### config.mk
export PLATFORM = sky130hd
export DESIGN_NAME = interrupt_controller
export DESIGN_NICKNAME = d
export VERILOG_FILES = /design/src/common/io_pkg.sv /design/src/logic/interrupt_controller.sv
export VERILOG_INCLUDE_DIRS = /design/src /design/src/common
export SDC_FILE = /design/constraint.sdc
export NUM_CORES = 1
export LEC_CHECK = 0
export BUFFER_PORTS_ARGS = -buffer_cell sky130_fd_sc_hd__buf_4
export CORE_MARGIN = 5
export CORE_UTILIZATION = 27
export DETAILED_ROUTE_END_ITERATION = 8
export PLACE_DENSITY = 0.74
export SLEW_MARGIN = 20
export SYNTH_ARGS = -nofsm -noshare
export SYNTH_HDL_FRONTEND = slang
export SYNTH_SLANG_ARGS = --single-unit
export TNS_END_PERCENT = 30
### constraint.sdc
create_clock -name CLK -period 1.2 [get_ports CLK]
set_clock_uncertainty 0.2 [all_clocks]
set_input_delay 0.24 -clock CLK [delete_from_list [all_inputs] [get_ports CLK]]
set_output_delay 0.24 -clock CLK [all_outputs]
set_load 0.01 [all_outputs]
### src/common/io_consts.svh
`ifndef IO_CONSTS_SVH
`define IO_CONSTS_SVH

// upper address nibble of each block
`define REGION_UART 4'h0
`define REGION_GPIO 4'h1
`define REGION_IRQ  4'h7
`define REGION_RAM  4'h8

// uart registers
`define UART_DATA   4'h0
`define UART_STATUS 4'h1

// gpio registers
`define GPIO_OUT  4'h0
`define GPIO_IN   4'h1
`define GPIO_MASK 4'h2
`define GPIO_FLAG 4'h3

// interrupt controller registers
`define IRQ_ENABLE  4'h0
`define IRQ_PENDING 4'h1

`define UART_FIFO_DEPTH 8

// clocks per serial bit, small so simulations stay short
`define UART_CLKS_PER_BIT 8

`define SCRATCH_WORDS 512

`endif

### src/common/io_pkg.sv
`default_nettype none

package io_pkg;

	// bus widths
	typedef logic [15:0] word_t;
	typedef logic [15:0] addr_t;
	typedef logic [3:0]  reg_off_t;	// register offset inside a block
	typedef logic [8:0]  ram_addr_t;
	typedef logic [7:0]  byte_t;	// uart character

	// interrupt sources: bit 0 gpio, bit 1 uart empty, bit 2 uart overflow
	typedef logic [2:0] irq_vec_t;
	typedef logic [1:0] irq_id_t;	// encoded source number

	// which block a bus cycle addressed
	typedef enum logic [2:0] {
		SEL_UART,
		SEL_GPIO,
		SEL_IRQ,
		SEL_RAM,
		SEL_NONE
	} periph_sel_t;

	// tx shifter states
	typedef enum logic [1:0] {
		ST_IDLE,
		ST_START,
		ST_DATA,
		ST_STOP
	} uart_state_t;

	// request as seen by every peripheral
	typedef struct packed {
		addr_t addr;
		word_t wdata;
		logic  wr;
		logic  rd;
	} bus_req_t;

endpackage

`default_nettype wire

### src/logic/interrupt_controller.sv
`default_nettype none

`include "io_consts.svh"

module interrupt_controller (
	input  logic             CLK,
	input  logic             RSTb,
	input  io_pkg::bus_req_t req,
	input  logic             wr_sel,
	output io_pkg::word_t    rdata,
	input  io_pkg::irq_vec_t sources,
	output io_pkg::irq_id_t  irq,
	output logic             interrupt
);
	import io_pkg::*;

	reg_off_t offset;
	irq_vec_t enable_q;
	irq_vec_t pending_q;
	irq_vec_t clear;
	irq_vec_t active;

	assign offset = req.addr[3:0];

	// write one to clear
	assign clear = (wr_sel && offset == `IRQ_PENDING) ? req.wdata[2:0] : '0;

	always_ff @(posedge CLK) begin
		if (!RSTb) begin
			enable_q  <= '0;
			pending_q <= '0;
		end else begin
			if (wr_sel && offset == `IRQ_ENABLE)
				enable_q <= req.wdata[2:0];
			// a source still high sets the bit again
			pending_q <= (pending_q & ~clear) | sources;
		end
	end

	assign active    = pending_q & enable_q;
	assign interrupt = |active;

	// lowest number wins
	always_comb begin
		if (active[0])
			irq = 2'd0;
		else if (active[1])
			irq = 2'd1;
		else if (active[2])
			irq = 2'd2;
		else
			irq = 2'd0;
	end

	always_comb begin
		case (offset)
			`IRQ_ENABLE:  rdata = {13'd0, enable_q};
			`IRQ_PENDING: rdata = {13'd0, pending_q};
			default:      rdata = '0;
		endcase
	end

endmodule

`default_nettype wire

==> flow_metrics.tcl, run 1 <==
set metrics [dict create \
    p_per_area_mw_per_mm2 813 \
    arrival_ps 1080 \
    initial_utilization 0.289 \
    syn_to_final_growth_pct 44.1 \
    io-pin-count 59 \
    setup_ws_ps -316 \
    critPathLaunchType "flop" \
    reg2reg_from "pending_q[0]$_SDFF_PN0_" \
    synth_top_area_share 0.270 \
    drive_gt1_frac 0.463 \
    syn_inst 58 \
    root_buffer "clkbuf_4" \
    die_h_um 50.6 \
    power.leakage_uw 0.000323 \
    grt_pass1_vias 404 \
    slew_violations 0 \
    port_buffers 18 \
    wl_per_cell_um 11.5 \
    max_freq_mhz 660 \
    cp-end-kind "output port" \
    finalHoldViolCount 0 \
    grt_pass1_wl_um 1610 \
    synth_most_common_cell "buf_4" \
    cts_sinks 6 \
    nFillCells 173 \
    drt-pass1-iter-count 3 \
    core_mm2 0.00154 \
    post-route-cell-area_um2 642 \
    worstReg2RegEnd "pending_q[0]$_SDFF_PN0_" \
    synth_ff_type "dfxtp_1" \
    required_ps 760 \
    path_class "flop to output port" \
    dr_total_vias 436 \
    fin_crit_ps 1520 \
    cts_tree "yes" \
    synthTopCellsByCount "buf_4 (13), nand2_1 (12), dfxtp_1 (6), mux2i_1 (6), nor2_1 (6)" \
    setup_viol 6 \
    synth_top_cell_by_area "dfxtp_1" \
    clk_latency_ps 250 \
    drc 0 \
    hold_path_class "primary input to flop" \
    grt_max_degree 10 \
    antenna_found_initial 0 \
    post_drt_via_cell_ratio 4.45 \
    crit_end "irq[1]" \
    regArea_um2 123 \
    wl_um 1130 \
    cts_inserted_buffers 3 \
    grt_usage 0.0861 \
    path_clk_slew_ps 50 \
    synth_edf_count 0 \
    diodes 0 \
    crit_fanout 3 \
    cts_buffer_depth 2 \
    ys_types 15 \
    nets 124 \
    antenna_left 0 \
    ys_seq_area_frac 0.270 \
    r2r_cells 3 \
    synth_seq_cells 6 \
    rsz0062_at_grt "yes" \
    drtIter0Drc 6 \
    peakVddDrop_uv 408 \
    violations "negative setup slack" \
    drv_cap 0 \
    placed_area_um2 589 \
    htreeDepth 1 \
    synthArstFlopShare 0 \
    crit_start "pending_q[1]$_SDFF_PN0_" \
    yosys_warnings 0 \
    multi_input_area_um2 293 \
    period_share 1.26 \
    syn_avg_cell_area_um2 7.68 \
    r2r_slack_ps 210 \
    die_w_um 50.6 \
    grt_overflow_total 0 \
    std_cell_rows 14 \
    setup_tns_ps -1470 \
    netlist_area_um2 445 \
    status "finished, violations left" \
    die_area_mm2 0.00256 \
    gp_congestion 0.689 \
    fin_util 0.416 \
    ys_top_cells_by_area "dfxtp_1 (27%), buf_4 (22%), mux2i_1 (13%), nand2_1 (10%), nor4b_4 (5.3%)" \
]
-- flip-flops by register name, summed over array words and instances, names as in the netlist --
name / count
enable_q: 3
pending_q: 3
-- critical path: stages, from the launching register on --
cell	delay (ps)
dfxtp_2	330
a22oi_2	210
nor2b_4	180
buf_6	110
-- stage by stage --
stage | power, uW | hold slack (ps) | setup slack [ps] | instances
final | 522 | 56.7 | -316 | 98
after global placement | 326 | 266 | -212 | 94
after global routing | 553 | 57.7 | -368 | 98
after floorplan | 305 | 182 | -3.51 | 70
after CTS | 527 | 57.6 | -296 | 98
after detailed placement | 330 | 285 | -247 | 94
-- routing by layer --
| layer | GRT usage | share of wire | vias to the layer above |
|---|---|---|---|
| li1 | - | - | 214 |
| met1 | 0.0792 | 0.35 | 193 |
| met2 | 0.140 | 0.49 | 25 |
| met3 | 0.0385 | 0.13 | 4 |
| met4 | 0.0766 | 0.026 | 0 |
| met5 | 0 | 0 | - |
-- how the worst min path moves through the flow --
stage                                     endpoint                      from  depth (start not counted)  slack [ps]
after floorplan           enable_q[2]$_SDFFE_PN0P_                    req[4]                          2         180
after global placement    enable_q[2]$_SDFFE_PN0P_  enable_q[2]$_SDFFE_PN0P_                          2         270
after detailed placement  enable_q[2]$_SDFFE_PN0P_  enable_q[2]$_SDFFE_PN0P_                          2         290
after CTS                 enable_q[1]$_SDFFE_PN0P_                    req[3]                          3          60
after global routing      enable_q[0]$_SDFFE_PN0P_                    req[2]                          3          60
final                     enable_q[1]$_SDFFE_PN0P_                    req[3]                          3          60
-- cell families after synthesis --
group	share of synthesized area
simple gates	0.253
buf+inv	0.239
mux	0.135
compound gates	0.0955
flops	0.270
other cells	0.00842
-- final cells by class --
class / count / share of cell area
Clock buffer: 3 / 0.0351
Timing Repair Buffer: 24 / 0.287
Sequential cell: 6 / 0.191
Tap cell: 16 / 0.0312
Multi-Input combinational cell: 49 / 0.456
-- placed cells by master, fill, tap and decap left out --
master / n
a21oi_1: 3
a21oi_2: 1
a22oi_2: 1
and2b_2: 1
buf_4: 23
buf_6: 1
clkbuf_4: 3
conb_1: 13
dfxtp_1: 4
dfxtp_2: 2
mux2i_1: 6
nand2_1: 12
nor2_1: 3
nor2_2: 3
nor2b_4: 1
nor4b_4: 1
o21ai_0: 3
or3_4: 1
-- repair_timing --
item                       4_1_cts  5_1_grt
setup buffers                    1        0
hold buffers                     0        0
setup endpoints to repair        6        6
pin swaps                        1        1
resized for setup                4        3
-- power by group --
group	leakage (uW)	internal, uW	switching (uW)
sequential	0.0000501	209	7.56
combinational	0.000259	55.6	58.4
clock	0.0000138	113	77.6
Note: power is estimated with default switching activity, not from simulation.
==> inputs of run 2 (changes only) <==
Settings changed: CORE_UTILIZATION 27 to 30, MAX_ROUTING_LAYER from default to met4, PLACE_DENSITY 0.74 to 0.78.
Clock period 1.2 ns to 1.55 ns, I/O delays scaled along.
==> run 2 against run 1 <==
Against the previous run: the run still ends with negative setup slack left; worst hold slack better by 73 ps; critical path depth is 1 higher; sequential share of layout area is 0.42 points higher; clock power is 26% lower; non-clock buffer count is 1 lower; via count is 4.8% lower; die area is 8.1% lower; critical path type is now primary input to output port; largest cell class unchanged.
==> flow_metrics.tcl, run 2 (synthesis gave the netlist of run 1 again) <==
set metrics [dict create \
    reg_top3 "enable_q (3), pending_q (3)" \
    cts_inserted_buffers 3 \
    slew_violations 0 \
    antenna_found_initial 0 \
    die_h_um 48.5 \
    setup_ws_ps -19.0 \
    die_area_mm2 0.00236 \
    hold_path_class "primary input to flop" \
    fin_crit_ps 1570 \
    path_class "primary input to output port" \
    crit_chain "buf_4 -> or3_4 -> nor2_1 -> buf_4" \
    grt_pass1_vias 372 \
    critPathLaunchType "primary input" \
    antenna_left 0 \
    wl_met1_um 368 \
    crit_fanout 3 \
    setup_tns_ps -20.1 \
    top_layer_used "met4" \
    route.met3.wl_um 130 \
    grt_max_degree 10 \
    violations "negative setup slack" \
    instances_no_fill 97 \
    drc 0 \
    dp_hpwl_um 868 \
    cts_sinks 6 \
    dr_total_vias 415 \
    critical-path-slowest-cell "or3_4" \
    root_buffer "clkbuf_4" \
    setup_viol 2 \
    arrival_ps 1060 \
    post_drt_via_cell_ratio 4.28 \
    cpPeakStageDelay_ps 400 \
    drt-pass1-iter-count 3 \
    syn_to_final_growth_pct 41.0 \
    rsz0062_at_grt "yes" \
    grt_overflow_total 0 \
    power.leakage_uw 0.000318 \
    std_cell_rows 14 \
    drv_cap 0 \
    final_common_cell "buf_4" \
    gp_congestion 0.681 \
    drtIter0Drc 3 \
    p_per_area_mw_per_mm2 628 \
    wl_per_cell_um 10.6 \
    path_delay_family "simple AND/OR/NAND/NOR gates" \
    status "finished, violations left" \
    wl_um 1030 \
    finalHoldViolCount 0 \
    diodes 0 \
    crit_top_cell "buf_4" \
    grt_pass1_wl_um 1550 \
    dp_slack_ps -41.4 \
    cp-end-kind "output port" \
    grt_usage 0.0858 \
    timing.critical_path.buf_inv 2 \
    postCtsHoldBufs 0 \
    initial_utilization 0.306 \
    wl_met2_um 514 \
    required_ps 1040 \
    peakVddDrop_uv 260 \
    htreeDepth 1 \
    nets 123 \
    cts_tree "yes" \
    period_share 1.01 \
    clk_latency_ps 240 \
    die_w_um 48.5 \
    path_clk_slew_ps 40 \
    io-pin-count 59 \
    cts_buffer_depth 2 \
    dpl.cell_count 93 \
    drive_gt1_frac 0.432 \
    core_mm2 0.00145 \
    port_buffers 18 \
    nFillCells 168 \
    max_freq_mhz 637 \
    final_cell_mix "buf_4 (22), conb_1 (13), nand2_1 (12)" \
]
[run 2: changes by cell type in the layout (fill, tap and decap cells not counted), sizes merged]
| cell | previous run | this run |
|---|---|---|
| buf | 24 | 23 |
[run 2: path summary, 6_finish.rpt]
| kind | startpoint | endpoint | slack [ps] | cells after the start |
|---|---|---|---|---|
| hold / removal | req[4] | enable_q[2]$_SDFFE_PN0P_ | 130 | 3 |
| setup / recovery | req[20] | rdata[1] | -20 | 4 |
| hold reg to reg | enable_q[2]$_SDFFE_PN0P_ | enable_q[2]$_SDFFE_PN0P_ | 270 | 2 |
| setup reg to reg | pending_q[2]$_SDFF_PN0_ | pending_q[2]$_SDFF_PN0_ | 660 | 2 |
[run 2: per-layer routing]
layer | global-route usage | vias to the layer above
met3 | 0.0460 | 2
met2 | 0.139 | 25
li1 | - | 212
met4 | 0.0538 | 0
met5 | - | -
met1 | 0.0776 | 176
[run 2: final cells by class]
type                    instances  area (um^2)  share of cell area
multi-input cells              49          287               0.456
clock buffers                   3         22.5              0.0359
repair buffers                 23          176               0.281
flip-flops and latches          6          123               0.195
well taps                      16         20.0              0.0319
[run 2: through the flow]
stage,power (uW),hold WS [ps],area [um^2],util
floorplan,233,247,490,-
CTS,400,129,611,0.420
global route,419,135,628,0.432
finish,394,130,628,0.432
global placement,248,257,569,0.392
detailed placement,251,263,569,0.392
[run 2: timing repair]
action / CTS / global route
setup endpoints to repair: 4 / 5
setup buffers: 1 / 0
pin swaps: 3 / 2
resized for setup: 3 / 6
[run 2: report_power, final]
group | internal [uW] | switching (uW) | leakage [uW] | total (uW)
registers | 162 | 6.41 | 0.0000501 | 169
logic | 41.4 | 43.3 | 0.000254 | 84.7
clock network | 87.4 | 53.7 | 0.0000138 | 141
total | 291 | 103 | 0.000318 | 394
[run 2: worst min-delay path: cells and delay by family]
kind | cells | cell delay, ps
simple gates | 1 | 50
buf+inv | 1 | 110
mux | 1 | 50
