==> src/common/io_consts.svh <==
`ifndef IO_CONSTS_SVH
`define IO_CONSTS_SVH

// upper address nibble of each block
`define REGION_UART 4'h0
`define REGION_GPIO 4'h1
`define REGION_IRQ  4'h7
`define REGION_RAM  4'h8

// uart registers
`define UART_DATA   4'h0
`define UART_STATUS 4'h1

// gpio registers
`define GPIO_OUT  4'h0
`define GPIO_IN   4'h1
`define GPIO_MASK 4'h2
`define GPIO_FLAG 4'h3

// interrupt controller registers
`define IRQ_ENABLE  4'h0
`define IRQ_PENDING 4'h1

`define UART_FIFO_DEPTH 8

// clocks per serial bit, small so simulations stay short
`define UART_CLKS_PER_BIT 8

`define SCRATCH_WORDS 512

`endif

==> src/common/io_pkg.sv <==
`default_nettype none

package io_pkg;

	// bus widths
	typedef logic [15:0] word_t;
	typedef logic [15:0] addr_t;
	typedef logic [3:0]  reg_off_t;	// register offset inside a block
	typedef logic [8:0]  ram_addr_t;
	typedef logic [7:0]  byte_t;	// uart character

	// interrupt sources: bit 0 gpio, bit 1 uart empty, bit 2 uart overflow
	typedef logic [2:0] irq_vec_t;
	typedef logic [1:0] irq_id_t;	// encoded source number

	// which block a bus cycle addressed
	typedef enum logic [2:0] {
		SEL_UART,
		SEL_GPIO,
		SEL_IRQ,
		SEL_RAM,
		SEL_NONE
	} periph_sel_t;

	// tx shifter states
	typedef enum logic [1:0] {
		ST_IDLE,
		ST_START,
		ST_DATA,
		ST_STOP
	} uart_state_t;

	// request as seen by every peripheral
	typedef struct packed {
		addr_t addr;
		word_t wdata;
		logic  wr;
		logic  rd;
	} bus_req_t;

endpackage

`default_nettype wire

==> src/uart/uart_fifo.sv <==
`default_nettype none

`include "io_consts.svh"

module uart_fifo (
	input  logic          CLK,
	input  logic          RSTb,
	input  logic          push,
	input  io_pkg::byte_t push_data,
	input  logic          pop,
	output io_pkg::byte_t pop_data,
	output logic [3:0]    level,
	output logic          full,
	output logic          empty
);
	import io_pkg::*;

	localparam int PTR_W = $clog2(`UART_FIFO_DEPTH);

	byte_t            mem [`UART_FIFO_DEPTH];
	logic [PTR_W-1:0] wr_ptr;
	logic [PTR_W-1:0] rd_ptr;
	logic [3:0]       count_q;
	logic             push_ok;
	logic             pop_ok;

	assign full    = (count_q == 4'(`UART_FIFO_DEPTH));
	assign empty   = (count_q == 4'd0);
	assign push_ok = push && !full;	// uart flags the overflow
	assign pop_ok  = pop && !empty;

	always_ff @(posedge CLK) begin
		if (push_ok)
			mem[wr_ptr] <= push_data;
	end

	always_ff @(posedge CLK) begin
		if (!RSTb) begin
			wr_ptr  <= '0;
			rd_ptr  <= '0;
			count_q <= '0;
		end else begin
			if (push_ok)
				wr_ptr <= wr_ptr + 1'b1;	// wraps at depth
			if (pop_ok)
				rd_ptr <= rd_ptr + 1'b1;
			case ({push_ok, pop_ok})
				2'b10:   count_q <= count_q + 1'b1;
				2'b01:   count_q <= count_q - 1'b1;
				default: count_q <= count_q;
			endcase
		end
	end

	assign pop_data = mem[rd_ptr];	// head of queue
	assign level    = count_q;

endmodule

`default_nettype wire

==> src/uart/uart.sv <==
`default_nettype none

`include "io_consts.svh"

module uart (
	input  logic             CLK,
	input  logic             RSTb,
	input  io_pkg::bus_req_t req,
	input  logic             wr_sel,
	output io_pkg::word_t    rdata,
	output logic             uart_tx,
	output logic             tx_empty_int,
	output logic             overflow_int
);
	import io_pkg::*;

	localparam int BAUD_W = $clog2(`UART_CLKS_PER_BIT);
	localparam logic [BAUD_W-1:0] BAUD_LAST = BAUD_W'(`UART_CLKS_PER_BIT - 1);

	reg_off_t    offset;
	logic        push;
	logic        pop;
	byte_t       pop_data;
	logic [3:0]  level;
	logic        full;
	logic        empty;
	logic        overflow_q;
	logic        ovf_clear;
	logic        busy;
	logic        baud_done;

	uart_state_t       state_q;
	logic [BAUD_W-1:0] baud_q;
	logic [2:0]        bit_q;	// data bit index
	byte_t             shift_q;

	assign offset    = req.addr[3:0];
	assign push      = wr_sel && (offset == `UART_DATA);
	assign ovf_clear = wr_sel && (offset == `UART_STATUS) && req.wdata[5];
	assign busy      = (state_q != ST_IDLE);
	assign baud_done = (baud_q == BAUD_LAST);
	assign pop       = !busy && !empty;	// load as soon as idle

	uart_fifo u_uart_fifo (
		.CLK       (CLK),
		.RSTb      (RSTb),
		.push      (push),
		.push_data (req.wdata[7:0]),
		.pop       (pop),
		.pop_data  (pop_data),
		.level     (level),
		.full      (full),
		.empty     (empty)
	);

	// sticky, a write into a full fifo is dropped
	always_ff @(posedge CLK) begin
		if (!RSTb)
			overflow_q <= 1'b0;
		else if (push && full)
			overflow_q <= 1'b1;
		else if (ovf_clear)
			overflow_q <= 1'b0;
	end

	always_ff @(posedge CLK) begin
		if (!RSTb) begin
			state_q <= ST_IDLE;
			baud_q  <= '0;
			bit_q   <= '0;
		end else begin
			case (state_q)
				ST_IDLE: begin
					baud_q <= '0;
					if (pop)
						state_q <= ST_START;
				end
				ST_START: begin
					baud_q <= baud_q + 1'b1;
					if (baud_done) begin
						state_q <= ST_DATA;
						bit_q   <= '0;
					end
				end
				ST_DATA: begin
					baud_q <= baud_q + 1'b1;
					if (baud_done) begin
						bit_q <= bit_q + 1'b1;
						if (bit_q == 3'd7)
							state_q <= ST_STOP;
					end
				end
				default: begin	// stop bit
					baud_q <= baud_q + 1'b1;
					if (baud_done)
						state_q <= ST_IDLE;
				end
			endcase
		end
	end

	always_ff @(posedge CLK) begin
		if (pop)
			shift_q <= pop_data;
		else if (state_q == ST_DATA && baud_done)
			shift_q <= {1'b0, shift_q[7:1]};	// lsb first
	end

	always_comb begin
		case (state_q)
			ST_START: uart_tx = 1'b0;
			ST_DATA:  uart_tx = shift_q[0];
			default:  uart_tx = 1'b1;	// idle and stop
		endcase
	end

	always_comb begin
		rdata = '0;
		if (offset == `UART_STATUS)
			rdata = {10'd0, overflow_q, busy, level};
	end

	assign tx_empty_int = empty && !busy;
	assign overflow_int = overflow_q;

endmodule

`default_nettype wire

==> config.mk <==
export PLATFORM = sky130hd
export DESIGN_NAME = uart
export DESIGN_NICKNAME = d
export VERILOG_FILES = /design/src/common/io_pkg.sv /design/src/uart/uart_fifo.sv /design/src/uart/uart.sv
export VERILOG_INCLUDE_DIRS = /design/src /design/src/common
export SDC_FILE = /design/constraint.sdc
export NUM_CORES = 1
export LEC_CHECK = 0
export BUFFER_PORTS_ARGS = -buffer_cell sky130_fd_sc_hd__clkbuf_2
export CELL_PAD_IN_SITES_DETAIL_PLACEMENT = 0
export CELL_PAD_IN_SITES_GLOBAL_PLACEMENT = 1
export CORE_MARGIN = 5
export CORE_UTILIZATION = 42
export CTS_CLUSTER_DIAMETER = 200
export DETAILED_ROUTE_END_ITERATION = 16
export PLACE_DENSITY_LB_ADDON = 0.05
export SLEW_MARGIN = 0
export SYNTH_ARGS = -nofsm -noshare
export SYNTH_HDL_FRONTEND = slang
export SYNTH_SLANG_ARGS = --single-unit
export TNS_END_PERCENT = 50
==> constraint.sdc <==
create_clock -name CLK -period 2.22 [get_ports CLK]
set_clock_uncertainty 0.1 [all_clocks]
set_input_delay 0.111 -clock CLK [delete_from_list [all_inputs] [get_ports CLK]]
set_output_delay 0.111 -clock CLK [all_outputs]
set_load 0.05 [all_outputs]
==> results <==
- The die span in x is between 100 and 150 µm.
- In the layout the commonest cells are edfxtp_1, buf_4, clkbuf_2.
- Once placement completed, the tool counted placed cells totaling 456.
- The fmax is approximately 450 MHz.
- The transition time at the pin with the least slew margin is 544.6 ps.
- For the worst setup path, the data required time is roughly 2400 ps.
- The critical path goes through nor4b_4 > and3b_2 > inv_6 > ha_4 > xor2_1 > ha_2 > a21oi_1 > xor2_1 > or3_1 > a21oi_1.
- After clock tree synthesis, the clock-pin slew on the worst setup and hold paths is around 90 ps.
- The power density over cell area is around 1100 mW/mm².
- The floorplan step set the die height to 107.9 µm.
- The number of cells on the worst reg-to-reg path is 10.
- Clock tree synthesis selected as its root buffer the cell clkbuf_8.
- Timing analysis after detailed placement gives a worst setup slack of -1.171 ps.
- Along the worst hold path, the cell count comes to 1.
- The relative slew slack is 63.66%.
- The worst-case IR drop observed on VDD is about 0.5 mV.
- The number of hold violations in the final report is 0.
- The placer's final routability congestion estimate is 0.7659.
- The die covers about 0.012 mm².
- The total negative slack for setup checks is -11.60 ps.
- The area growth from synthesis to layout is 18.34%.
- The footprint of the flip-flops and latches is approximately 0.0026 mm².
- The total via count after detailed routing is approximately 2.3k.
- The global-route wire length before repair is 12030 µm.
- After clock tree synthesis, the setup repair step added 0 buffers.
- The detailed-route wire length is around 7300 µm.
- Counting I/O delays and the setup requirement, the final critical path takes ~2200 ps.
- The net count of the finished layout is 396.
- The number of standard cells in the layout, taps in and fillers out is 479.
- Setup repair after global routing could not meet its margin everywhere.
- TritonCTS created 9 clock buffers.
- In the routed design, unresolved DRC markers number 0.
- The clock tree from TritonCTS is done.
- For this run the aggregate overflow at the end of global routing stands at 0.
- The kind of end point of the critical path is a flip-flop.
- The area used by multi-input combinational logic is between 0.001 and 0.0015 mm².
- The first detailed-routing pass ran for 4 iterations.
- The first routing iteration left between 60 and 70 violations.
- Summed over all nets, the half-perimeter wirelength after detailed placement is 4978 µm.
- The async set-reset flop share out of synthesis is 0%.
- Setup violations remaining at the end of the flow were counted as 1.
- The clock passes through at most 2 buffers.
- Input and output buffers added on the ports amount to 23.
- The average wire per standard cell is ~15 µm.
- Global routing used a little over an eighth of the available tracks.
- The checks that failed: setup timing.
- The number of pins exceeding their max-slew limit in the final report came to 0.
- The leakage power is 1.754 nW.
- The worst-case setup margin in the final layout is -11.60 ps.
- The class of the most critical hold timing path is input pin to flip-flop.
- Once the floorplan was initialized, standard cells occupied 43.36% of the core.
- The number of flops mapped to enable cells by yosys is 72.
- between 50 and 60 I/O pins were placed.
- The floorplan core area is 0.009284 mm².
- The synthesized instance count is between 200 and 300.
- The critical path startpoint category is a flip-flop.
- Summing every instance area after synthesis gives between 0.004 and 0.005 mm².
- The number of synthesized register bits is 94.
- The via count of the first global-routing pass is ~2.3k.
- The total of max-cap violations is 0.
- The sequential cell area fraction in the yosys report is around 65%.
- A synthesized cell averages around 14 µm².
- The reg2reg setup slack is -10 ps.
- The most used flip-flop cell after synthesis is edfxtp_1.
- The number of antenna violations at the first check in global routing is 0.
- The count of standard-cell rows is 35.
- Data arrives at the worst endpoint at between 2000 and 2500 ps.
- 0 antenna diodes ended up in the layout.
- For this design, the slowest cell found on the critical path is dfxtp_2.
- Leaving out fill and tap cells, the most frequent cell in the layout is edfxtp_1.
- After layout, the worst path uses 100.5% of the clock period.
- The filler cells instantiated in the layout total 809.
- The fraction of layout instances using a drive strength above 1 is a little over a quarter.
- In this run the remaining antenna-violating nets after routing total 0.
- Yosys mapped the design onto 48 distinct sky130hd cell types.
- In the routed layout, each cell is associated on average with a via count of between 4 and 5.
- The H-tree generated during clock tree synthesis spans 3 levels.
- At the later pin of the worst-skew pair, clock insertion delay measures around 340 ps.
- Along the worst path, the maximum fanout reaches 3.
- The critical path is of the flip-flop to flip-flop type.
- The Yosys step of the flow raised 0 warnings.
- The largest net degree at the start of global routing is 31.
- The longest individual stage delay on the worst path is around 360 ps.
- The run finished, with violations left.
- The tree built by TritonCTS fans out to 94 sinks.
[per-stage QoR]
step	power [mW]	hold WS, ps	utilization, %	cell area (µm²)
final	5.473	9.939	51.31	4763
after global routing	5.838	22.44	51.31	4763
after CTS	5.504	6.987	51.12	4746
after detailed placement	4.260	295.5	47.88	4446
after global placement	4.235	289.9	47.88	4446
after floorplan	3.736	109.9	-	4101
[final cells by class]
class	count	area share, %
clock buffers	9	2.600
clock inverters	6	1.970
inverters	5	0.4991
multi-input cells	179	28.37
flip-flops and latches	94	54.71
well taps	129	3.388
repair buffers	57	8.458
[critical path, delay by kind of cell (launching register included)]
family,cells,cell delay [ps]
simple gates,3,870
flops,1,360
fa+ha+maj,2,310
xor+xnor,2,280
compound gates,2,160
buf+inv,1,70
[routing by layer]
metal | GRT usage, % | part of all wire [%]
met1 | 19.75 | 52
met5 | 0 | 0
met2 | 20.69 | 45
met3 | 2.519 | 2.2
met4 | 4.869 | 1.3
[kinds of logic (layout without fill, tap and decap cells)]
group,count (synthesis),after routing,synth area share (%)
xor+xnor,6,6,1.306
buf+inv,25,77,3.948
flops,94,94,64.66
simple gates,76,76,9.916
compound gates,41,41,6.777
mux,33,33,9.263
other cells,1,10,0.09317
fa+ha+maj,13,13,4.041
[synthesized netlist by cell type (all sizes together) (2+ instances only)]
| cell | n | share of area [%] |
|---|---|---|
| ha | 13 | 4.0 |
| nor3 | 6 | 0.87 |
| nor4 | 2 | 0.47 |
| clkbuf | 3 | 0.28 |
| xnor2 | 3 | 0.65 |
| nand3 | 2 | 0.25 |
| nand2b | 5 | 0.78 |
| mux4 | 2 | 1.1 |
| mux2 | 14 | 3.9 |
| mux2i | 17 | 4.2 |
| a221o | 7 | 1.7 |
| nor3b | 3 | 0.56 |
| and2 | 2 | 0.37 |
| inv | 5 | 0.53 |
| a32oi | 2 | 0.44 |
| a21oi | 6 | 0.75 |
| xor2 | 3 | 0.65 |
| o22ai | 7 | 1.1 |
| nor4b | 2 | 0.59 |
| nor2b | 3 | 0.47 |
| o21ai | 13 | 1.6 |
| edfxtp | 72 | 54 |
| nand2 | 22 | 2.1 |
| a21boi | 2 | 0.37 |
| nor2 | 19 | 1.8 |
| buf | 17 | 3.1 |
| dfxtp | 22 | 11 |
| and3 | 5 | 0.78 |
[power breakdown]
group	internal, mW	total (mW)	switching [mW]
logic	0.902	1.99	1.08
clock network	0.638	1.23	0.590
registers	2.15	2.26	0.109
total	3.69	5.47	1.78
[sequential cells by signal, summed over array words and instances, names as in the netlist, named ones only]
signal / flops
shift_q: 8
u_uart_fifo.wr_ptr: 3
u_uart_fifo.mem: 64
u_uart_fifo.rd_ptr: 3
baud_q: 3
bit_q: 3
state_q: 2
u_uart_fifo.level: 4
overflow_int: 1
[final timing paths]
| path | startpoint | to |
|---|---|---|
| worst max register to register | u_uart_fifo.level[0] | u_uart_fifo.level[2] |
| worst min-delay path | req[7] | u_uart_fifo.mem[6][5] |
| worst max-delay path | u_uart_fifo.level[0] | u_uart_fifo.level[2] |
| worst min register to register | baud_q[0] | baud_q[0] |
[timing repair]
item                                    CTS  global route
endpoints found under the hold margin    59             0
hold buffers                              8             0
endpoints found under the setup margin    1             2
pin swaps                                 0             1
gates resized for setup                   2             3
No activity file was read; power rests on OpenSTA's default activity.
