**src/common/io_consts.svh**
```systemverilog
`ifndef IO_CONSTS_SVH
`define IO_CONSTS_SVH

// upper address nibble of each block
`define REGION_UART 4'h0
`define REGION_GPIO 4'h1
`define REGION_IRQ  4'h7
`define REGION_RAM  4'h8

// uart registers
`define UART_DATA   4'h0
`define UART_STATUS 4'h1

// gpio registers
`define GPIO_OUT  4'h0
`define GPIO_IN   4'h1
`define GPIO_MASK 4'h2
`define GPIO_FLAG 4'h3

// interrupt controller registers
`define IRQ_ENABLE  4'h0
`define IRQ_PENDING 4'h1

`define UART_FIFO_DEPTH 8

// clocks per serial bit, small so simulations stay short
`define UART_CLKS_PER_BIT 8

`define SCRATCH_WORDS 512

`endif

```
**src/common/io_pkg.sv**
```systemverilog
`default_nettype none

package io_pkg;

	// bus widths
	typedef logic [15:0] word_t;
	typedef logic [15:0] addr_t;
	typedef logic [3:0]  reg_off_t;	// register offset inside a block
	typedef logic [8:0]  ram_addr_t;
	typedef logic [7:0]  byte_t;	// uart character

	// interrupt sources: bit 0 gpio, bit 1 uart empty, bit 2 uart overflow
	typedef logic [2:0] irq_vec_t;
	typedef logic [1:0] irq_id_t;	// encoded source number

	// which block a bus cycle addressed
	typedef enum logic [2:0] {
		SEL_UART,
		SEL_GPIO,
		SEL_IRQ,
		SEL_RAM,
		SEL_NONE
	} periph_sel_t;

	// tx shifter states
	typedef enum logic [1:0] {
		ST_IDLE,
		ST_START,
		ST_DATA,
		ST_STOP
	} uart_state_t;

	// request as seen by every peripheral
	typedef struct packed {
		addr_t addr;
		word_t wdata;
		logic  wr;
		logic  rd;
	} bus_req_t;

endpackage

`default_nettype wire

```
**src/logic/gpio.sv**
```systemverilog
`default_nettype none

`include "io_consts.svh"

module gpio (
	input  logic             CLK,
	input  logic             RSTb,
	input  io_pkg::bus_req_t req,
	input  logic             wr_sel,
	input  logic             rd_sel,
	output io_pkg::word_t    rdata,
	input  logic [5:0]       gpio_in,
	output logic [3:0]       gpio_out,
	output logic             gpio_int
);
	import io_pkg::*;

	reg_off_t   offset;
	logic [3:0] out_q;
	logic [5:0] sync1_q;
	logic [5:0] sync2_q;
	logic [5:0] prev_q;	// last synchronized value for edge detect
	logic [5:0] mask_q;
	logic [5:0] flag_q;
	logic [5:0] rise;
	logic       flag_clear;

	assign offset     = req.addr[3:0];
	assign rise       = sync2_q & ~prev_q & mask_q;
	assign flag_clear = rd_sel && (offset == `GPIO_FLAG);

	always_ff @(posedge CLK) begin
		if (!RSTb) begin
			out_q   <= '0;
			mask_q  <= '0;
			sync1_q <= '0;
			sync2_q <= '0;
			prev_q  <= '0;
			flag_q  <= '0;
		end else begin
			sync1_q <= gpio_in;
			sync2_q <= sync1_q;
			prev_q  <= sync2_q;
			if (wr_sel && offset == `GPIO_OUT)
				out_q <= req.wdata[3:0];
			if (wr_sel && offset == `GPIO_MASK)
				mask_q <= req.wdata[5:0];
			// an edge in the same cycle as the clearing read survives
			if (flag_clear)
				flag_q <= rise;
			else
				flag_q <= flag_q | rise;
		end
	end

	always_comb begin
		case (offset)
			`GPIO_OUT:  rdata = {12'd0, out_q};
			`GPIO_IN:   rdata = {10'd0, sync2_q};
			`GPIO_MASK: rdata = {10'd0, mask_q};
			`GPIO_FLAG: rdata = {10'd0, flag_q};
			default:    rdata = '0;
		endcase
	end

	assign gpio_out = out_q;
	assign gpio_int = |flag_q;

endmodule

`default_nettype wire

```
**config.mk**
```make
export PLATFORM = sky130hd
export DESIGN_NAME = gpio
export DESIGN_NICKNAME = d
export VERILOG_FILES = /design/src/common/io_pkg.sv /design/src/logic/gpio.sv
export VERILOG_INCLUDE_DIRS = /design/src /design/src/common
export SDC_FILE = /design/constraint.sdc
export NUM_CORES = 1
export LEC_CHECK = 0
export ABC_CLOCK_PERIOD_IN_PS = 2070
export BUFFER_PORTS_ARGS = -buffer_cell sky130_fd_sc_hd__buf_4
export CORE_ASPECT_RATIO = 0.9
export CORE_MARGIN = 2
export CORE_UTILIZATION = 46
export DETAILED_ROUTE_END_ITERATION = 7
export PLACE_DENSITY_LB_ADDON = 0.12
export SLEW_MARGIN = 20
export SYNTH_ARGS = -nofsm -noshare
export SYNTH_HDL_FRONTEND = slang
export SYNTH_SLANG_ARGS = --single-unit
```
**constraint.sdc**
```tcl
create_clock -name CLK -period 2.07 [get_ports CLK]
set_input_delay 0.621 -clock CLK [delete_from_list [all_inputs] [get_ports CLK]]
set_output_delay 0.621 -clock CLK [all_outputs]
set_load 0.005 [all_outputs]
```
==> results of run 1 <==
power by group through the flow:
stage | Combinational [uW] | Sequential, uW | Clock, uW
floorplan | 74.4 | 690 | 0
global placement | 99.6 | 692 | 0
detailed placement | 102 | 693 | 0
CTS | 109 | 678 | 352
global route | 120 | 681 | 380
finish | 109 | 678 | 341
per-layer routing:
layer  share of wire  GRT usage  vias to the layer above
met4           0.011     0.0652                        0
met1            0.43      0.194                      466
li1                -          -                      510
met2            0.48      0.266                       37
met3           0.080     0.0738                        5
met5               0          0                        -
state kept, by name, indices dropped and copies added, names as in the netlist:
| register | count |
|---|---|
| prev_q | 6 |
| sync1_q | 6 |
| flag_q | 6 |
| gpio_out | 4 |
| sync2_q | 6 |
| mask_q | 6 |
worst max-delay path by stage:
stage / start / endpoint
6_report: req[19] / rdata[3]
5_1_grt: req[19] / rdata[3]
4_1_cts: req[19] / rdata[1]
3_5_place_dp: req[19] / rdata[1]
3_3_place_gp: req[19] / rdata[1]
2_1_floorplan: req[19] / rdata[2]
through the flow:
step                      setup TNS [ns]  std cells
final                            -0.0587        214
after global routing              -0.204        214
after global placement            -0.645        206
after detailed placement          -0.667        206
after floorplan                        0        147
after CTS                        -0.0744        214
Yosys cell counts:
cell	instances
dfxtp_1	34
mux4_2	4
nand3b_1	6
nor3b_2	1
and3b_2	1
buf_4	12
nor3b_4	1
conb_1	1
nor2b_4	4
mux2i_1	10
mux2_2	2
buf_6	2
or2_2	1
and2b_2	1
clkbuf_1	4
nor2_1	3
and2_1	18
nand3_1	1
nand2_1	17
o21ai_0	6
nor4_1	1
a21boi_0	6
a22oi_1	2
repair_timing:
item,4_1_cts,5_1_grt
setup endpoints to repair,6,6
setup buffers,1,0
gates resized for setup,9,3
final cells by class:
cell class / instances / area [um2] / area share
Tap cell: 42 / 52.6 / 0.0293
Timing Repair Buffer: 36 / 302 / 0.168
Clock inverter: 1 / 7.51 / 0.00418
Sequential cell: 34 / 681 / 0.379
Multi-Input combinational cell: 95 / 712 / 0.397
Clock buffer: 6 / 41.3 / 0.0230
logic make-up (layout without fill, tap and decap cells):
| family | Yosys count | count (layout) |
|---|---|---|
| muxes | 16 | 16 |
| buffers and inverters | 18 | 43 |
| DFF | 34 | 34 |
| AOI/OAI and AO/OA | 14 | 14 |
| other | 1 | 10 |
| and+or+nand+nor | 55 | 55 |
==> impl_metrics.json, run 1 <==
{
  "dp_hpwl_um": 1830,
  "clockBufferDepth": 2,
  "dp_slack_ns": -0.137,
  "clk_latency_ns": 0.34,
  "min_from": "sync1_q[1]",
  "rows": 19,
  "netSwitchingFraction": 0.238,
  "setup_violations": 4,
  "io_pins": 65,
  "fin_skew_ns": 0.0125,
  "grt_overflow_total": 0,
  "cts_max_level": 2,
  "fin_util": 0.590,
  "yosys.area_share.simple": 0.242,
  "viasPerCell": 4.76,
  "fillers": 298,
  "yosys_warnings": 0,
  "start_util": 0.483,
  "grt_max_degree": 41,
  "hold_viol": 0,
  "total_switching_power_uw": 268,
  "failed_checks": "setup timing",
  "grt_usage": 0.165,
  "synth_area_um2": 1470,
  "cp.depth": 4,
  "drt_iter0_markers": 36,
  "startpoint_type": "input port",
  "synth_top_family_by_area": "simple AND/OR/NAND/NOR gates",
  "drc": 0,
  "clk_pin_slew_ns": 0.10,
  "fmax_mhz": 478,
  "cp.required_ns": 1.45,
  "final-max-slew-violation-count": 0,
  "antenna-diode-count": 0,
  "min_delay_path_depth": 1,
  "die-width_um": 63.6,
  "critical_path.top_delay_family": "multiplexers",
  "fp.dieH_um": 57.6,
  "vias": 1018,
  "finalCritPeriodShare": 1.01,
  "tritoncts": "yes",
  "dr.pass1.iters": 2,
  "rsz0062_at_grt": "true",
  "die_area_um2": 3660,
  "fin_area_um2": 1800,
  "r2r_cells": 2,
  "io_buffers": 30,
  "core_area_um2": 3040,
  "power.total_uw": 1130,
  "yosys_register_bits": 34,
  "clock_power_share": 0.303,
  "cts_sinks": 34,
  "crit_arrival_ns": 1.47,
  "regToRegStartpoint": "flag_q[0]",
  "critPathKind": "input port to output pin",
  "routed_wl_um": 2660,
  "ys_seq_area_frac": 0.463,
  "cts_made_buffers": 5,
  "cts-root-buf": "clkbuf_4",
  "path_cells": "buf_12 -> mux4_2 -> nor2b_4 -> buf_6",
  "combPwrFrac": 0.097,
  "nNetsFinal": 216,
  "place_congestion": 0.755,
  "period_needed_ns": 2.09,
  "grt_pass1_vias": 957,
  "mostFrequentLayoutCell": "dfxtp_1",
  "powerDensity_nw_per_um2": 628,
  "syn2layout_area_growth_pct": 22.1,
  "cp_max_fo": 8,
  "synthMuxAreaShare": 0.145,
  "final_cell_mix": "dfxtp_1 (34), buf_4 (30), and2_1 (18)",
  "antenna_left": 0,
  "worst-path-buf-inv": 2,
  "cts_hold_buf": 0,
  "worst_hold_slack_ns": 0.436,
  "synth_top_area_share": 0.463,
  "status": "finished, violations left",
  "min_to": "sync2_q[1]",
  "crit_path_max_incr_delay_ns": 0.49,
  "dpl-instance-area_um2": 1690,
  "synth.avg_cell_area_um2": 10.7,
  "avgRoutedWirePerCell_um": 12.4,
  "p_int_uw": 859,
  "ys_top_cells_by_area": "dfxtp_1 (46%), and2_1 (7.7%), mux2i_1 (6.8%)",
  "yosysTopAreaCell": "dfxtp_1",
  "min_path_type": "register to register",
  "synth_adder_area_share": 0,
  "power_frac_seq": 0.601,
  "synth-compound-area-share": 0.0613,
  "grt_pass1_wl_um": 4510,
  "power.leakage_uw": 0.000720,
  "ys_types": 23,
  "crit_slowest_cell": "mux4_2",
  "synth_xor_area_frac": 0,
  "syn_inst": 138,
  "antenna_found_initial": 0,
  "drv_cap": 0,
  "cp-end-kind": "output pin",
  "r2r_setup_slack_ns": 1.36,
  "fin_ws_ns": -0.0216,
  "peakVddDrop_v": 0.000511,
  "drive_gt1_frac": 0.343,
  "rr_endpoint": "flag_q[0]"
}
(Power assumes the default switching activity.)
==> run 2: changes to the inputs <==
--- a/config.mk
+++ b/config.mk
@@ -8,9 +8,11 @@
 export LEC_CHECK = 0
 export ABC_CLOCK_PERIOD_IN_PS = 2070
 export BUFFER_PORTS_ARGS = -buffer_cell sky130_fd_sc_hd__buf_4
+export CELL_PAD_IN_SITES_DETAIL_PLACEMENT = 1
+export CELL_PAD_IN_SITES_GLOBAL_PLACEMENT = 2
 export CORE_ASPECT_RATIO = 0.9
-export CORE_MARGIN = 2
-export CORE_UTILIZATION = 46
+export CORE_MARGIN = 3
+export CORE_UTILIZATION = 27
 export DETAILED_ROUTE_END_ITERATION = 7
 export PLACE_DENSITY_LB_ADDON = 0.12
 export SLEW_MARGIN = 20
==> run 2 against run 1 <==
Against the previous run:
- power is 11% higher
- flip-flop and latch count unchanged
- non-clock buffer count is 1 higher
- register-to-register slack about the same
- utilization fell by 22 points
- worst setup slack better by 0.0048 ns
- the flow still finishes with violations (setup timing)
- clock skew down 0.0036 ns
- sequential power hardly changed
- first-iteration DRC count fell by 2.8%
- combinational power rose by 6%
- global-route usage decreased by 5.4 points
==> impl_metrics.json, run 2 (synthesis results as in run 1) <==
{
  "path_cells": "buf_12 -> mux4_2 -> nor2b_4 -> buf_6",
  "grt_usage": 0.110,
  "nNetsFinal": 217,
  "place_congestion": 0.661,
  "finalCritPeriodShare": 1.01,
  "drc": 0,
  "rsz0062_at_grt": "true",
  "cts_made_buffers": 5,
  "io_buffers": 30,
  "failed_checks": "setup timing",
  "peakVddDrop_v": 0.000414,
  "fin_ws_ns": -0.0169,
  "tritoncts": "yes",
  "drt_iter0_markers": 35,
  "mostFrequentLayoutCell": "dfxtp_1",
  "drive_gt1_frac": 0.358,
  "dr.pass1.iters": 3,
  "final-max-slew-violation-count": 0,
  "clk_pin_slew_ns": 0.06,
  "routed_wl_um": 3260,
  "cts-root-buf": "clkbuf_8",
  "cts_hold_buf": 0,
  "die_area_um2": 6370,
  "setup_tns_ns": -0.0561,
  "core_area_um2": 5040,
  "powerDensity_nw_per_um2": 668,
  "syn2layout_area_growth_pct": 27.7,
  "avgRoutedWirePerCell_um": 13.7,
  "fin_skew_ns": 0.00896,
  "min_path_type": "register to register",
  "grt_max_degree": 41,
  "clockBufferDepth": 2,
  "viasPerCell": 4.39,
  "hold_viol": 0,
  "antenna_left": 0,
  "dpl-instance-area_um2": 1730,
  "antenna_found_initial": 0,
  "clk_latency_ns": 0.29,
  "start_util": 0.291,
  "startpoint_type": "input port",
  "dp_slack_ns": -0.131,
  "crit_arrival_ns": 1.47,
  "antenna-diode-count": 0,
  "die-width_um": 83.8,
  "grt_pass1_wl_um": 5510,
  "cp.required_ns": 1.45,
  "power.total_uw": 1250,
  "drv_cap": 0,
  "vias": 1045,
  "grt_pass1_vias": 1134,
  "io_pins": 65,
  "cts_max_level": 2,
  "period_needed_ns": 2.09,
  "cts_sinks": 34,
  "fp.dieH_um": 76.0,
  "rows": 24,
  "status": "finished, violations left",
  "setup_violations": 4,
  "final_cell_mix": "dfxtp_1 (34), buf_4 (30), and2_1 (18)",
  "fmax_mhz": 479,
  "worst_hold_slack_ns": 0.434,
  "crit_slowest_cell": "mux4_2",
  "dp_hpwl_um": 2310,
  "cp_max_fo": 7,
  "fin_area_um2": 1880,
  "critPathKind": "input port to output pin",
  "crit_path_max_incr_delay_ns": 0.49,
  "power.leakage_uw": 0.000749,
  "cp-end-kind": "output pin",
  "grt_overflow_total": 0
}
==> run 2: worst max-delay path, delay by kind of cell <==
family	cells	cell delay [ns]
simple gates	1	0.14
mux	1	0.49
buf+inv	2	0.21
==> run 2: per-stage QoR <==
| step | utilization | std cells |
|---|---|---|
| final | 0.372 | 238 |
| after global routing | 0.372 | 238 |
| after CTS | 0.367 | 237 |
| after detailed placement | 0.343 | 230 |
| after global placement | 0.343 | 230 |
| after floorplan | - | 147 |
==> run 2: layout make-up <==
class                      instances  area [um2]
clock buffer                       5        68.8
fill                             582        3170
multi-input combinational         95         714
tap                               65        81.3
sequential                        34         681
clock inverter                     2        10.0
timing repair buffer              37         322
==> run 2: path summary, 6_finish.rpt <==
kind	from	endpoint	slack (ns)	depth (start not counted)
max	req[19]	rdata[0]	-0.02	4
min	sync1_q[5]	sync2_q[5]	0.43	1
max reg2reg	flag_q[4]	flag_q[4]	1.37	2
min reg2reg	sync1_q[5]	sync2_q[5]	0.43	1
==> run 2: what timing repair did <==
action                                  4_1_cts  5_1_grt
buffers inserted                              0        1
pin swaps                                     0        1
endpoints found under the setup margin        6        6
gates resized for setup                      11        5
==> run 2: metal layers <==
| layer | vias to the layer above | GRT usage | share of wire |
|---|---|---|---|
| met5 | - | 0 | 0 |
| met4 | 0 | 0.0579 | 0.021 |
| met3 | 8 | 0.0411 | 0.065 |
| met2 | 33 | 0.163 | 0.45 |
| met1 | 495 | 0.140 | 0.47 |
| li1 | 509 | - | - |
==> run 2: report_power, final <==
part / switching, uW / leakage, uW / total, uW / internal (uW)
Clock: 234 / 0.0000438 / 459 / 225
Combinational: 49.3 / 0.000428 / 115 / 66.1
Sequential: 7.55 / 0.000277 / 678 / 671
==> run 3: changes to the inputs <==
--- a/config.mk
+++ b/config.mk
@@ -6,13 +6,13 @@
 export SDC_FILE = /design/constraint.sdc
 export NUM_CORES = 1
 export LEC_CHECK = 0
-export ABC_CLOCK_PERIOD_IN_PS = 2070
+export ABC_CLOCK_PERIOD_IN_PS = 2550
 export BUFFER_PORTS_ARGS = -buffer_cell sky130_fd_sc_hd__buf_4
 export CELL_PAD_IN_SITES_DETAIL_PLACEMENT = 1
 export CELL_PAD_IN_SITES_GLOBAL_PLACEMENT = 2
 export CORE_ASPECT_RATIO = 0.9
 export CORE_MARGIN = 3
-export CORE_UTILIZATION = 27
+export CORE_UTILIZATION = 29
 export DETAILED_ROUTE_END_ITERATION = 7
 export PLACE_DENSITY_LB_ADDON = 0.12
 export SLEW_MARGIN = 20
==> constraint.sdc (replaced) <==
create_clock -name CLK -period 2.55 [get_ports CLK]
set_input_delay 0.765 -clock CLK [delete_from_list [all_inputs] [get_ports CLK]]
set_output_delay 0.765 -clock CLK [all_outputs]
set_load 0.005 [all_outputs]
==> run 3 against run 2 <==
Against the previous run:
- the flow now finishes without violations
- highest routed layer unchanged
- sequential share of layout area grew 1.7 points
- non-clock buffer count shrank 4
- largest power group unchanged
- critical endpoint is now rdata[1]
- largest cell class unchanged
- worst setup slack gained 0.059 ns
- design area shrank 4.5%
- clock power shrank 13%
==> impl_metrics.json, run 3 (synthesis results as in run 1) <==
{
  "startpoint_type": "input port",
  "grt_pass1_vias": 1063,
  "nNetsFinal": 213,
  "rr_endpoint": "flag_q[4]",
  "crit_arrival_ns": 1.74,
  "regToRegStartpoint": "flag_q[4]",
  "routed_wl_um": 3050,
  "drv_cap": 0,
  "rsz0062_at_grt": "false",
  "r2r_cells": 2,
  "die_area_um2": 5960,
  "clockBufferDepth": 2,
  "power_frac_seq": 0.533,
  "placedCellCount": 224,
  "period_needed_ns": 2.51,
  "endpoint": "rdata[1]",
  "cp.required_ns": 1.79,
  "avgRoutedWirePerCell_um": 13.2,
  "critPathKind": "input port to output pin",
  "cts_hold_buf": 0,
  "mostFrequentLayoutCell": "dfxtp_1",
  "fmax_mhz": 399,
  "fin_skew_ns": 0.00427,
  "post_cts_buffers": 0,
  "netSwitchingFraction": 0.220,
  "cts-root-buf": "clkbuf_8",
  "cts_sinks": 34,
  "dp_hpwl_um": 2230,
  "grt_usage": 0.116,
  "peakVddDrop_v": 0.000345,
  "final_cell_mix": "dfxtp_1 (34), buf_4 (33), and2_1 (18)",
  "power.leakage_uw": 0.000717,
  "grt_max_degree": 41,
  "clk_latency_ns": 0.28,
  "clk_pin_slew_ns": 0.06,
  "drc": 0,
  "place_congestion": 0.709,
  "finalCritPeriodShare": 0.983,
  "r2r_setup_slack_ns": 1.85,
  "finalNonFillerCells": 232,
  "viasPerCell": 4.45,
  "cp-end-kind": "output pin",
  "cts_resized": 0,
  "combPwrFrac": 0.079,
  "core_area_um2": 4660,
  "crit_path_start": "req[19]",
  "start_util": 0.315,
  "syn2layout_area_growth_pct": 22.0,
  "die-width_um": 81.1,
  "powerDensity_nw_per_um2": 576,
  "final-max-slew-violation-count": 0,
  "status": "complete, no violations",
  "grt_overflow_total": 0,
  "hold_viol": 0,
  "drt_iter0_markers": 35,
  "cp_max_fo": 9,
  "tritoncts": "yes",
  "cts_max_level": 2,
  "drive_gt1_frac": 0.324,
  "antenna_left": 0,
  "antenna-diode-count": 0,
  "p_int_uw": 806,
  "cts_made_buffers": 5,
  "rows": 23,
  "antenna_found_initial": 0,
  "dr.pass1.iters": 4,
  "fp.dieH_um": 73.5,
  "min_path_type": "register to register",
  "io_pins": 65,
  "grt_pass1_wl_um": 5140,
  "io_buffers": 30,
  "clock_power_share": 0.388,
  "total_switching_power_uw": 227,
  "vias": 1033,
  "setup_tns_ns": 0,
  "setup_violations": 0
}
[run 3: cell count changes in the layout (fill, tap and decap cells not counted)]
cell and change:
a22oi_1 +2, mux2_2 +1, buf_6 -5, nor2_1 +1, buf_12 -2, mux2_4 -1, buf_4 +3, nor2_2 -1
clkbuf_1 +1, clkbuf_8 +1, clkinv_2 -1, a22oi_2 -2, or2_4 -1, or2_2 +1
[run 3: worst max-delay path: stages]
cell,delay [ns]
buf_4,0.17
mux4_2,0.53
nor2b_4,0.14
buf_4,0.14
[run 3: final cells by class]
| class | instances | area [um2] |
|---|---|---|
| flip-flops and latches | 34 | 681 |
| well taps | 62 | 77.6 |
| clock buffers | 7 | 86.3 |
| fillers | 546 | 2870 |
| repair buffers | 33 | 248 |
| clock inverters | 1 | 5.00 |
| multi-input cells | 95 | 696 |
[run 3: how the worst min path moves through the flow]
stage	depth (start not counted)	to	slack, ns	start
after floorplan	1	sync2_q[0]	0.41	sync1_q[0]
after global placement	1	sync2_q[5]	0.42	sync1_q[5]
after detailed placement	1	sync2_q[2]	0.42	sync1_q[2]
after CTS	1	sync2_q[2]	0.44	sync1_q[2]
after global routing	1	sync2_q[2]	0.45	sync1_q[2]
final	1	sync2_q[2]	0.43	sync1_q[2]
[run 3: metal layers]
metal	up-vias	GRT usage	wire length, um
met3	6	0.0380	221
met4	0	0.0394	36
met5	-	0	0
met2	35	0.190	1430
met1	487	0.143	1370
li1	505	-	-
[run 3: metrics by stage]
stage          instance area (um2)  power [uW]  setup slack, ns  utilization  hold WS [ns]
5_1_grt                       1790        1090          0.00470        0.385         0.447
3_3_place_gp                  1700         643           0.0536        0.365         0.415
3_5_place_dp                  1700         646           0.0368        0.365         0.420
2_1_floorplan                 1500         621            0.274            -         0.412
4_1_cts                       1790        1060           0.0325        0.385         0.436
6_report                      1790        1030           0.0422        0.385         0.433
[run 3: power groups by stage]
stage	clock, uW	sequential, uW	combinational, uW
after floorplan	0	560	60.4
after global placement	0	562	81.0
after detailed placement	0	563	83.1
after CTS	422	550	83.1
after global routing	448	552	92.0
final	401	550	81.7
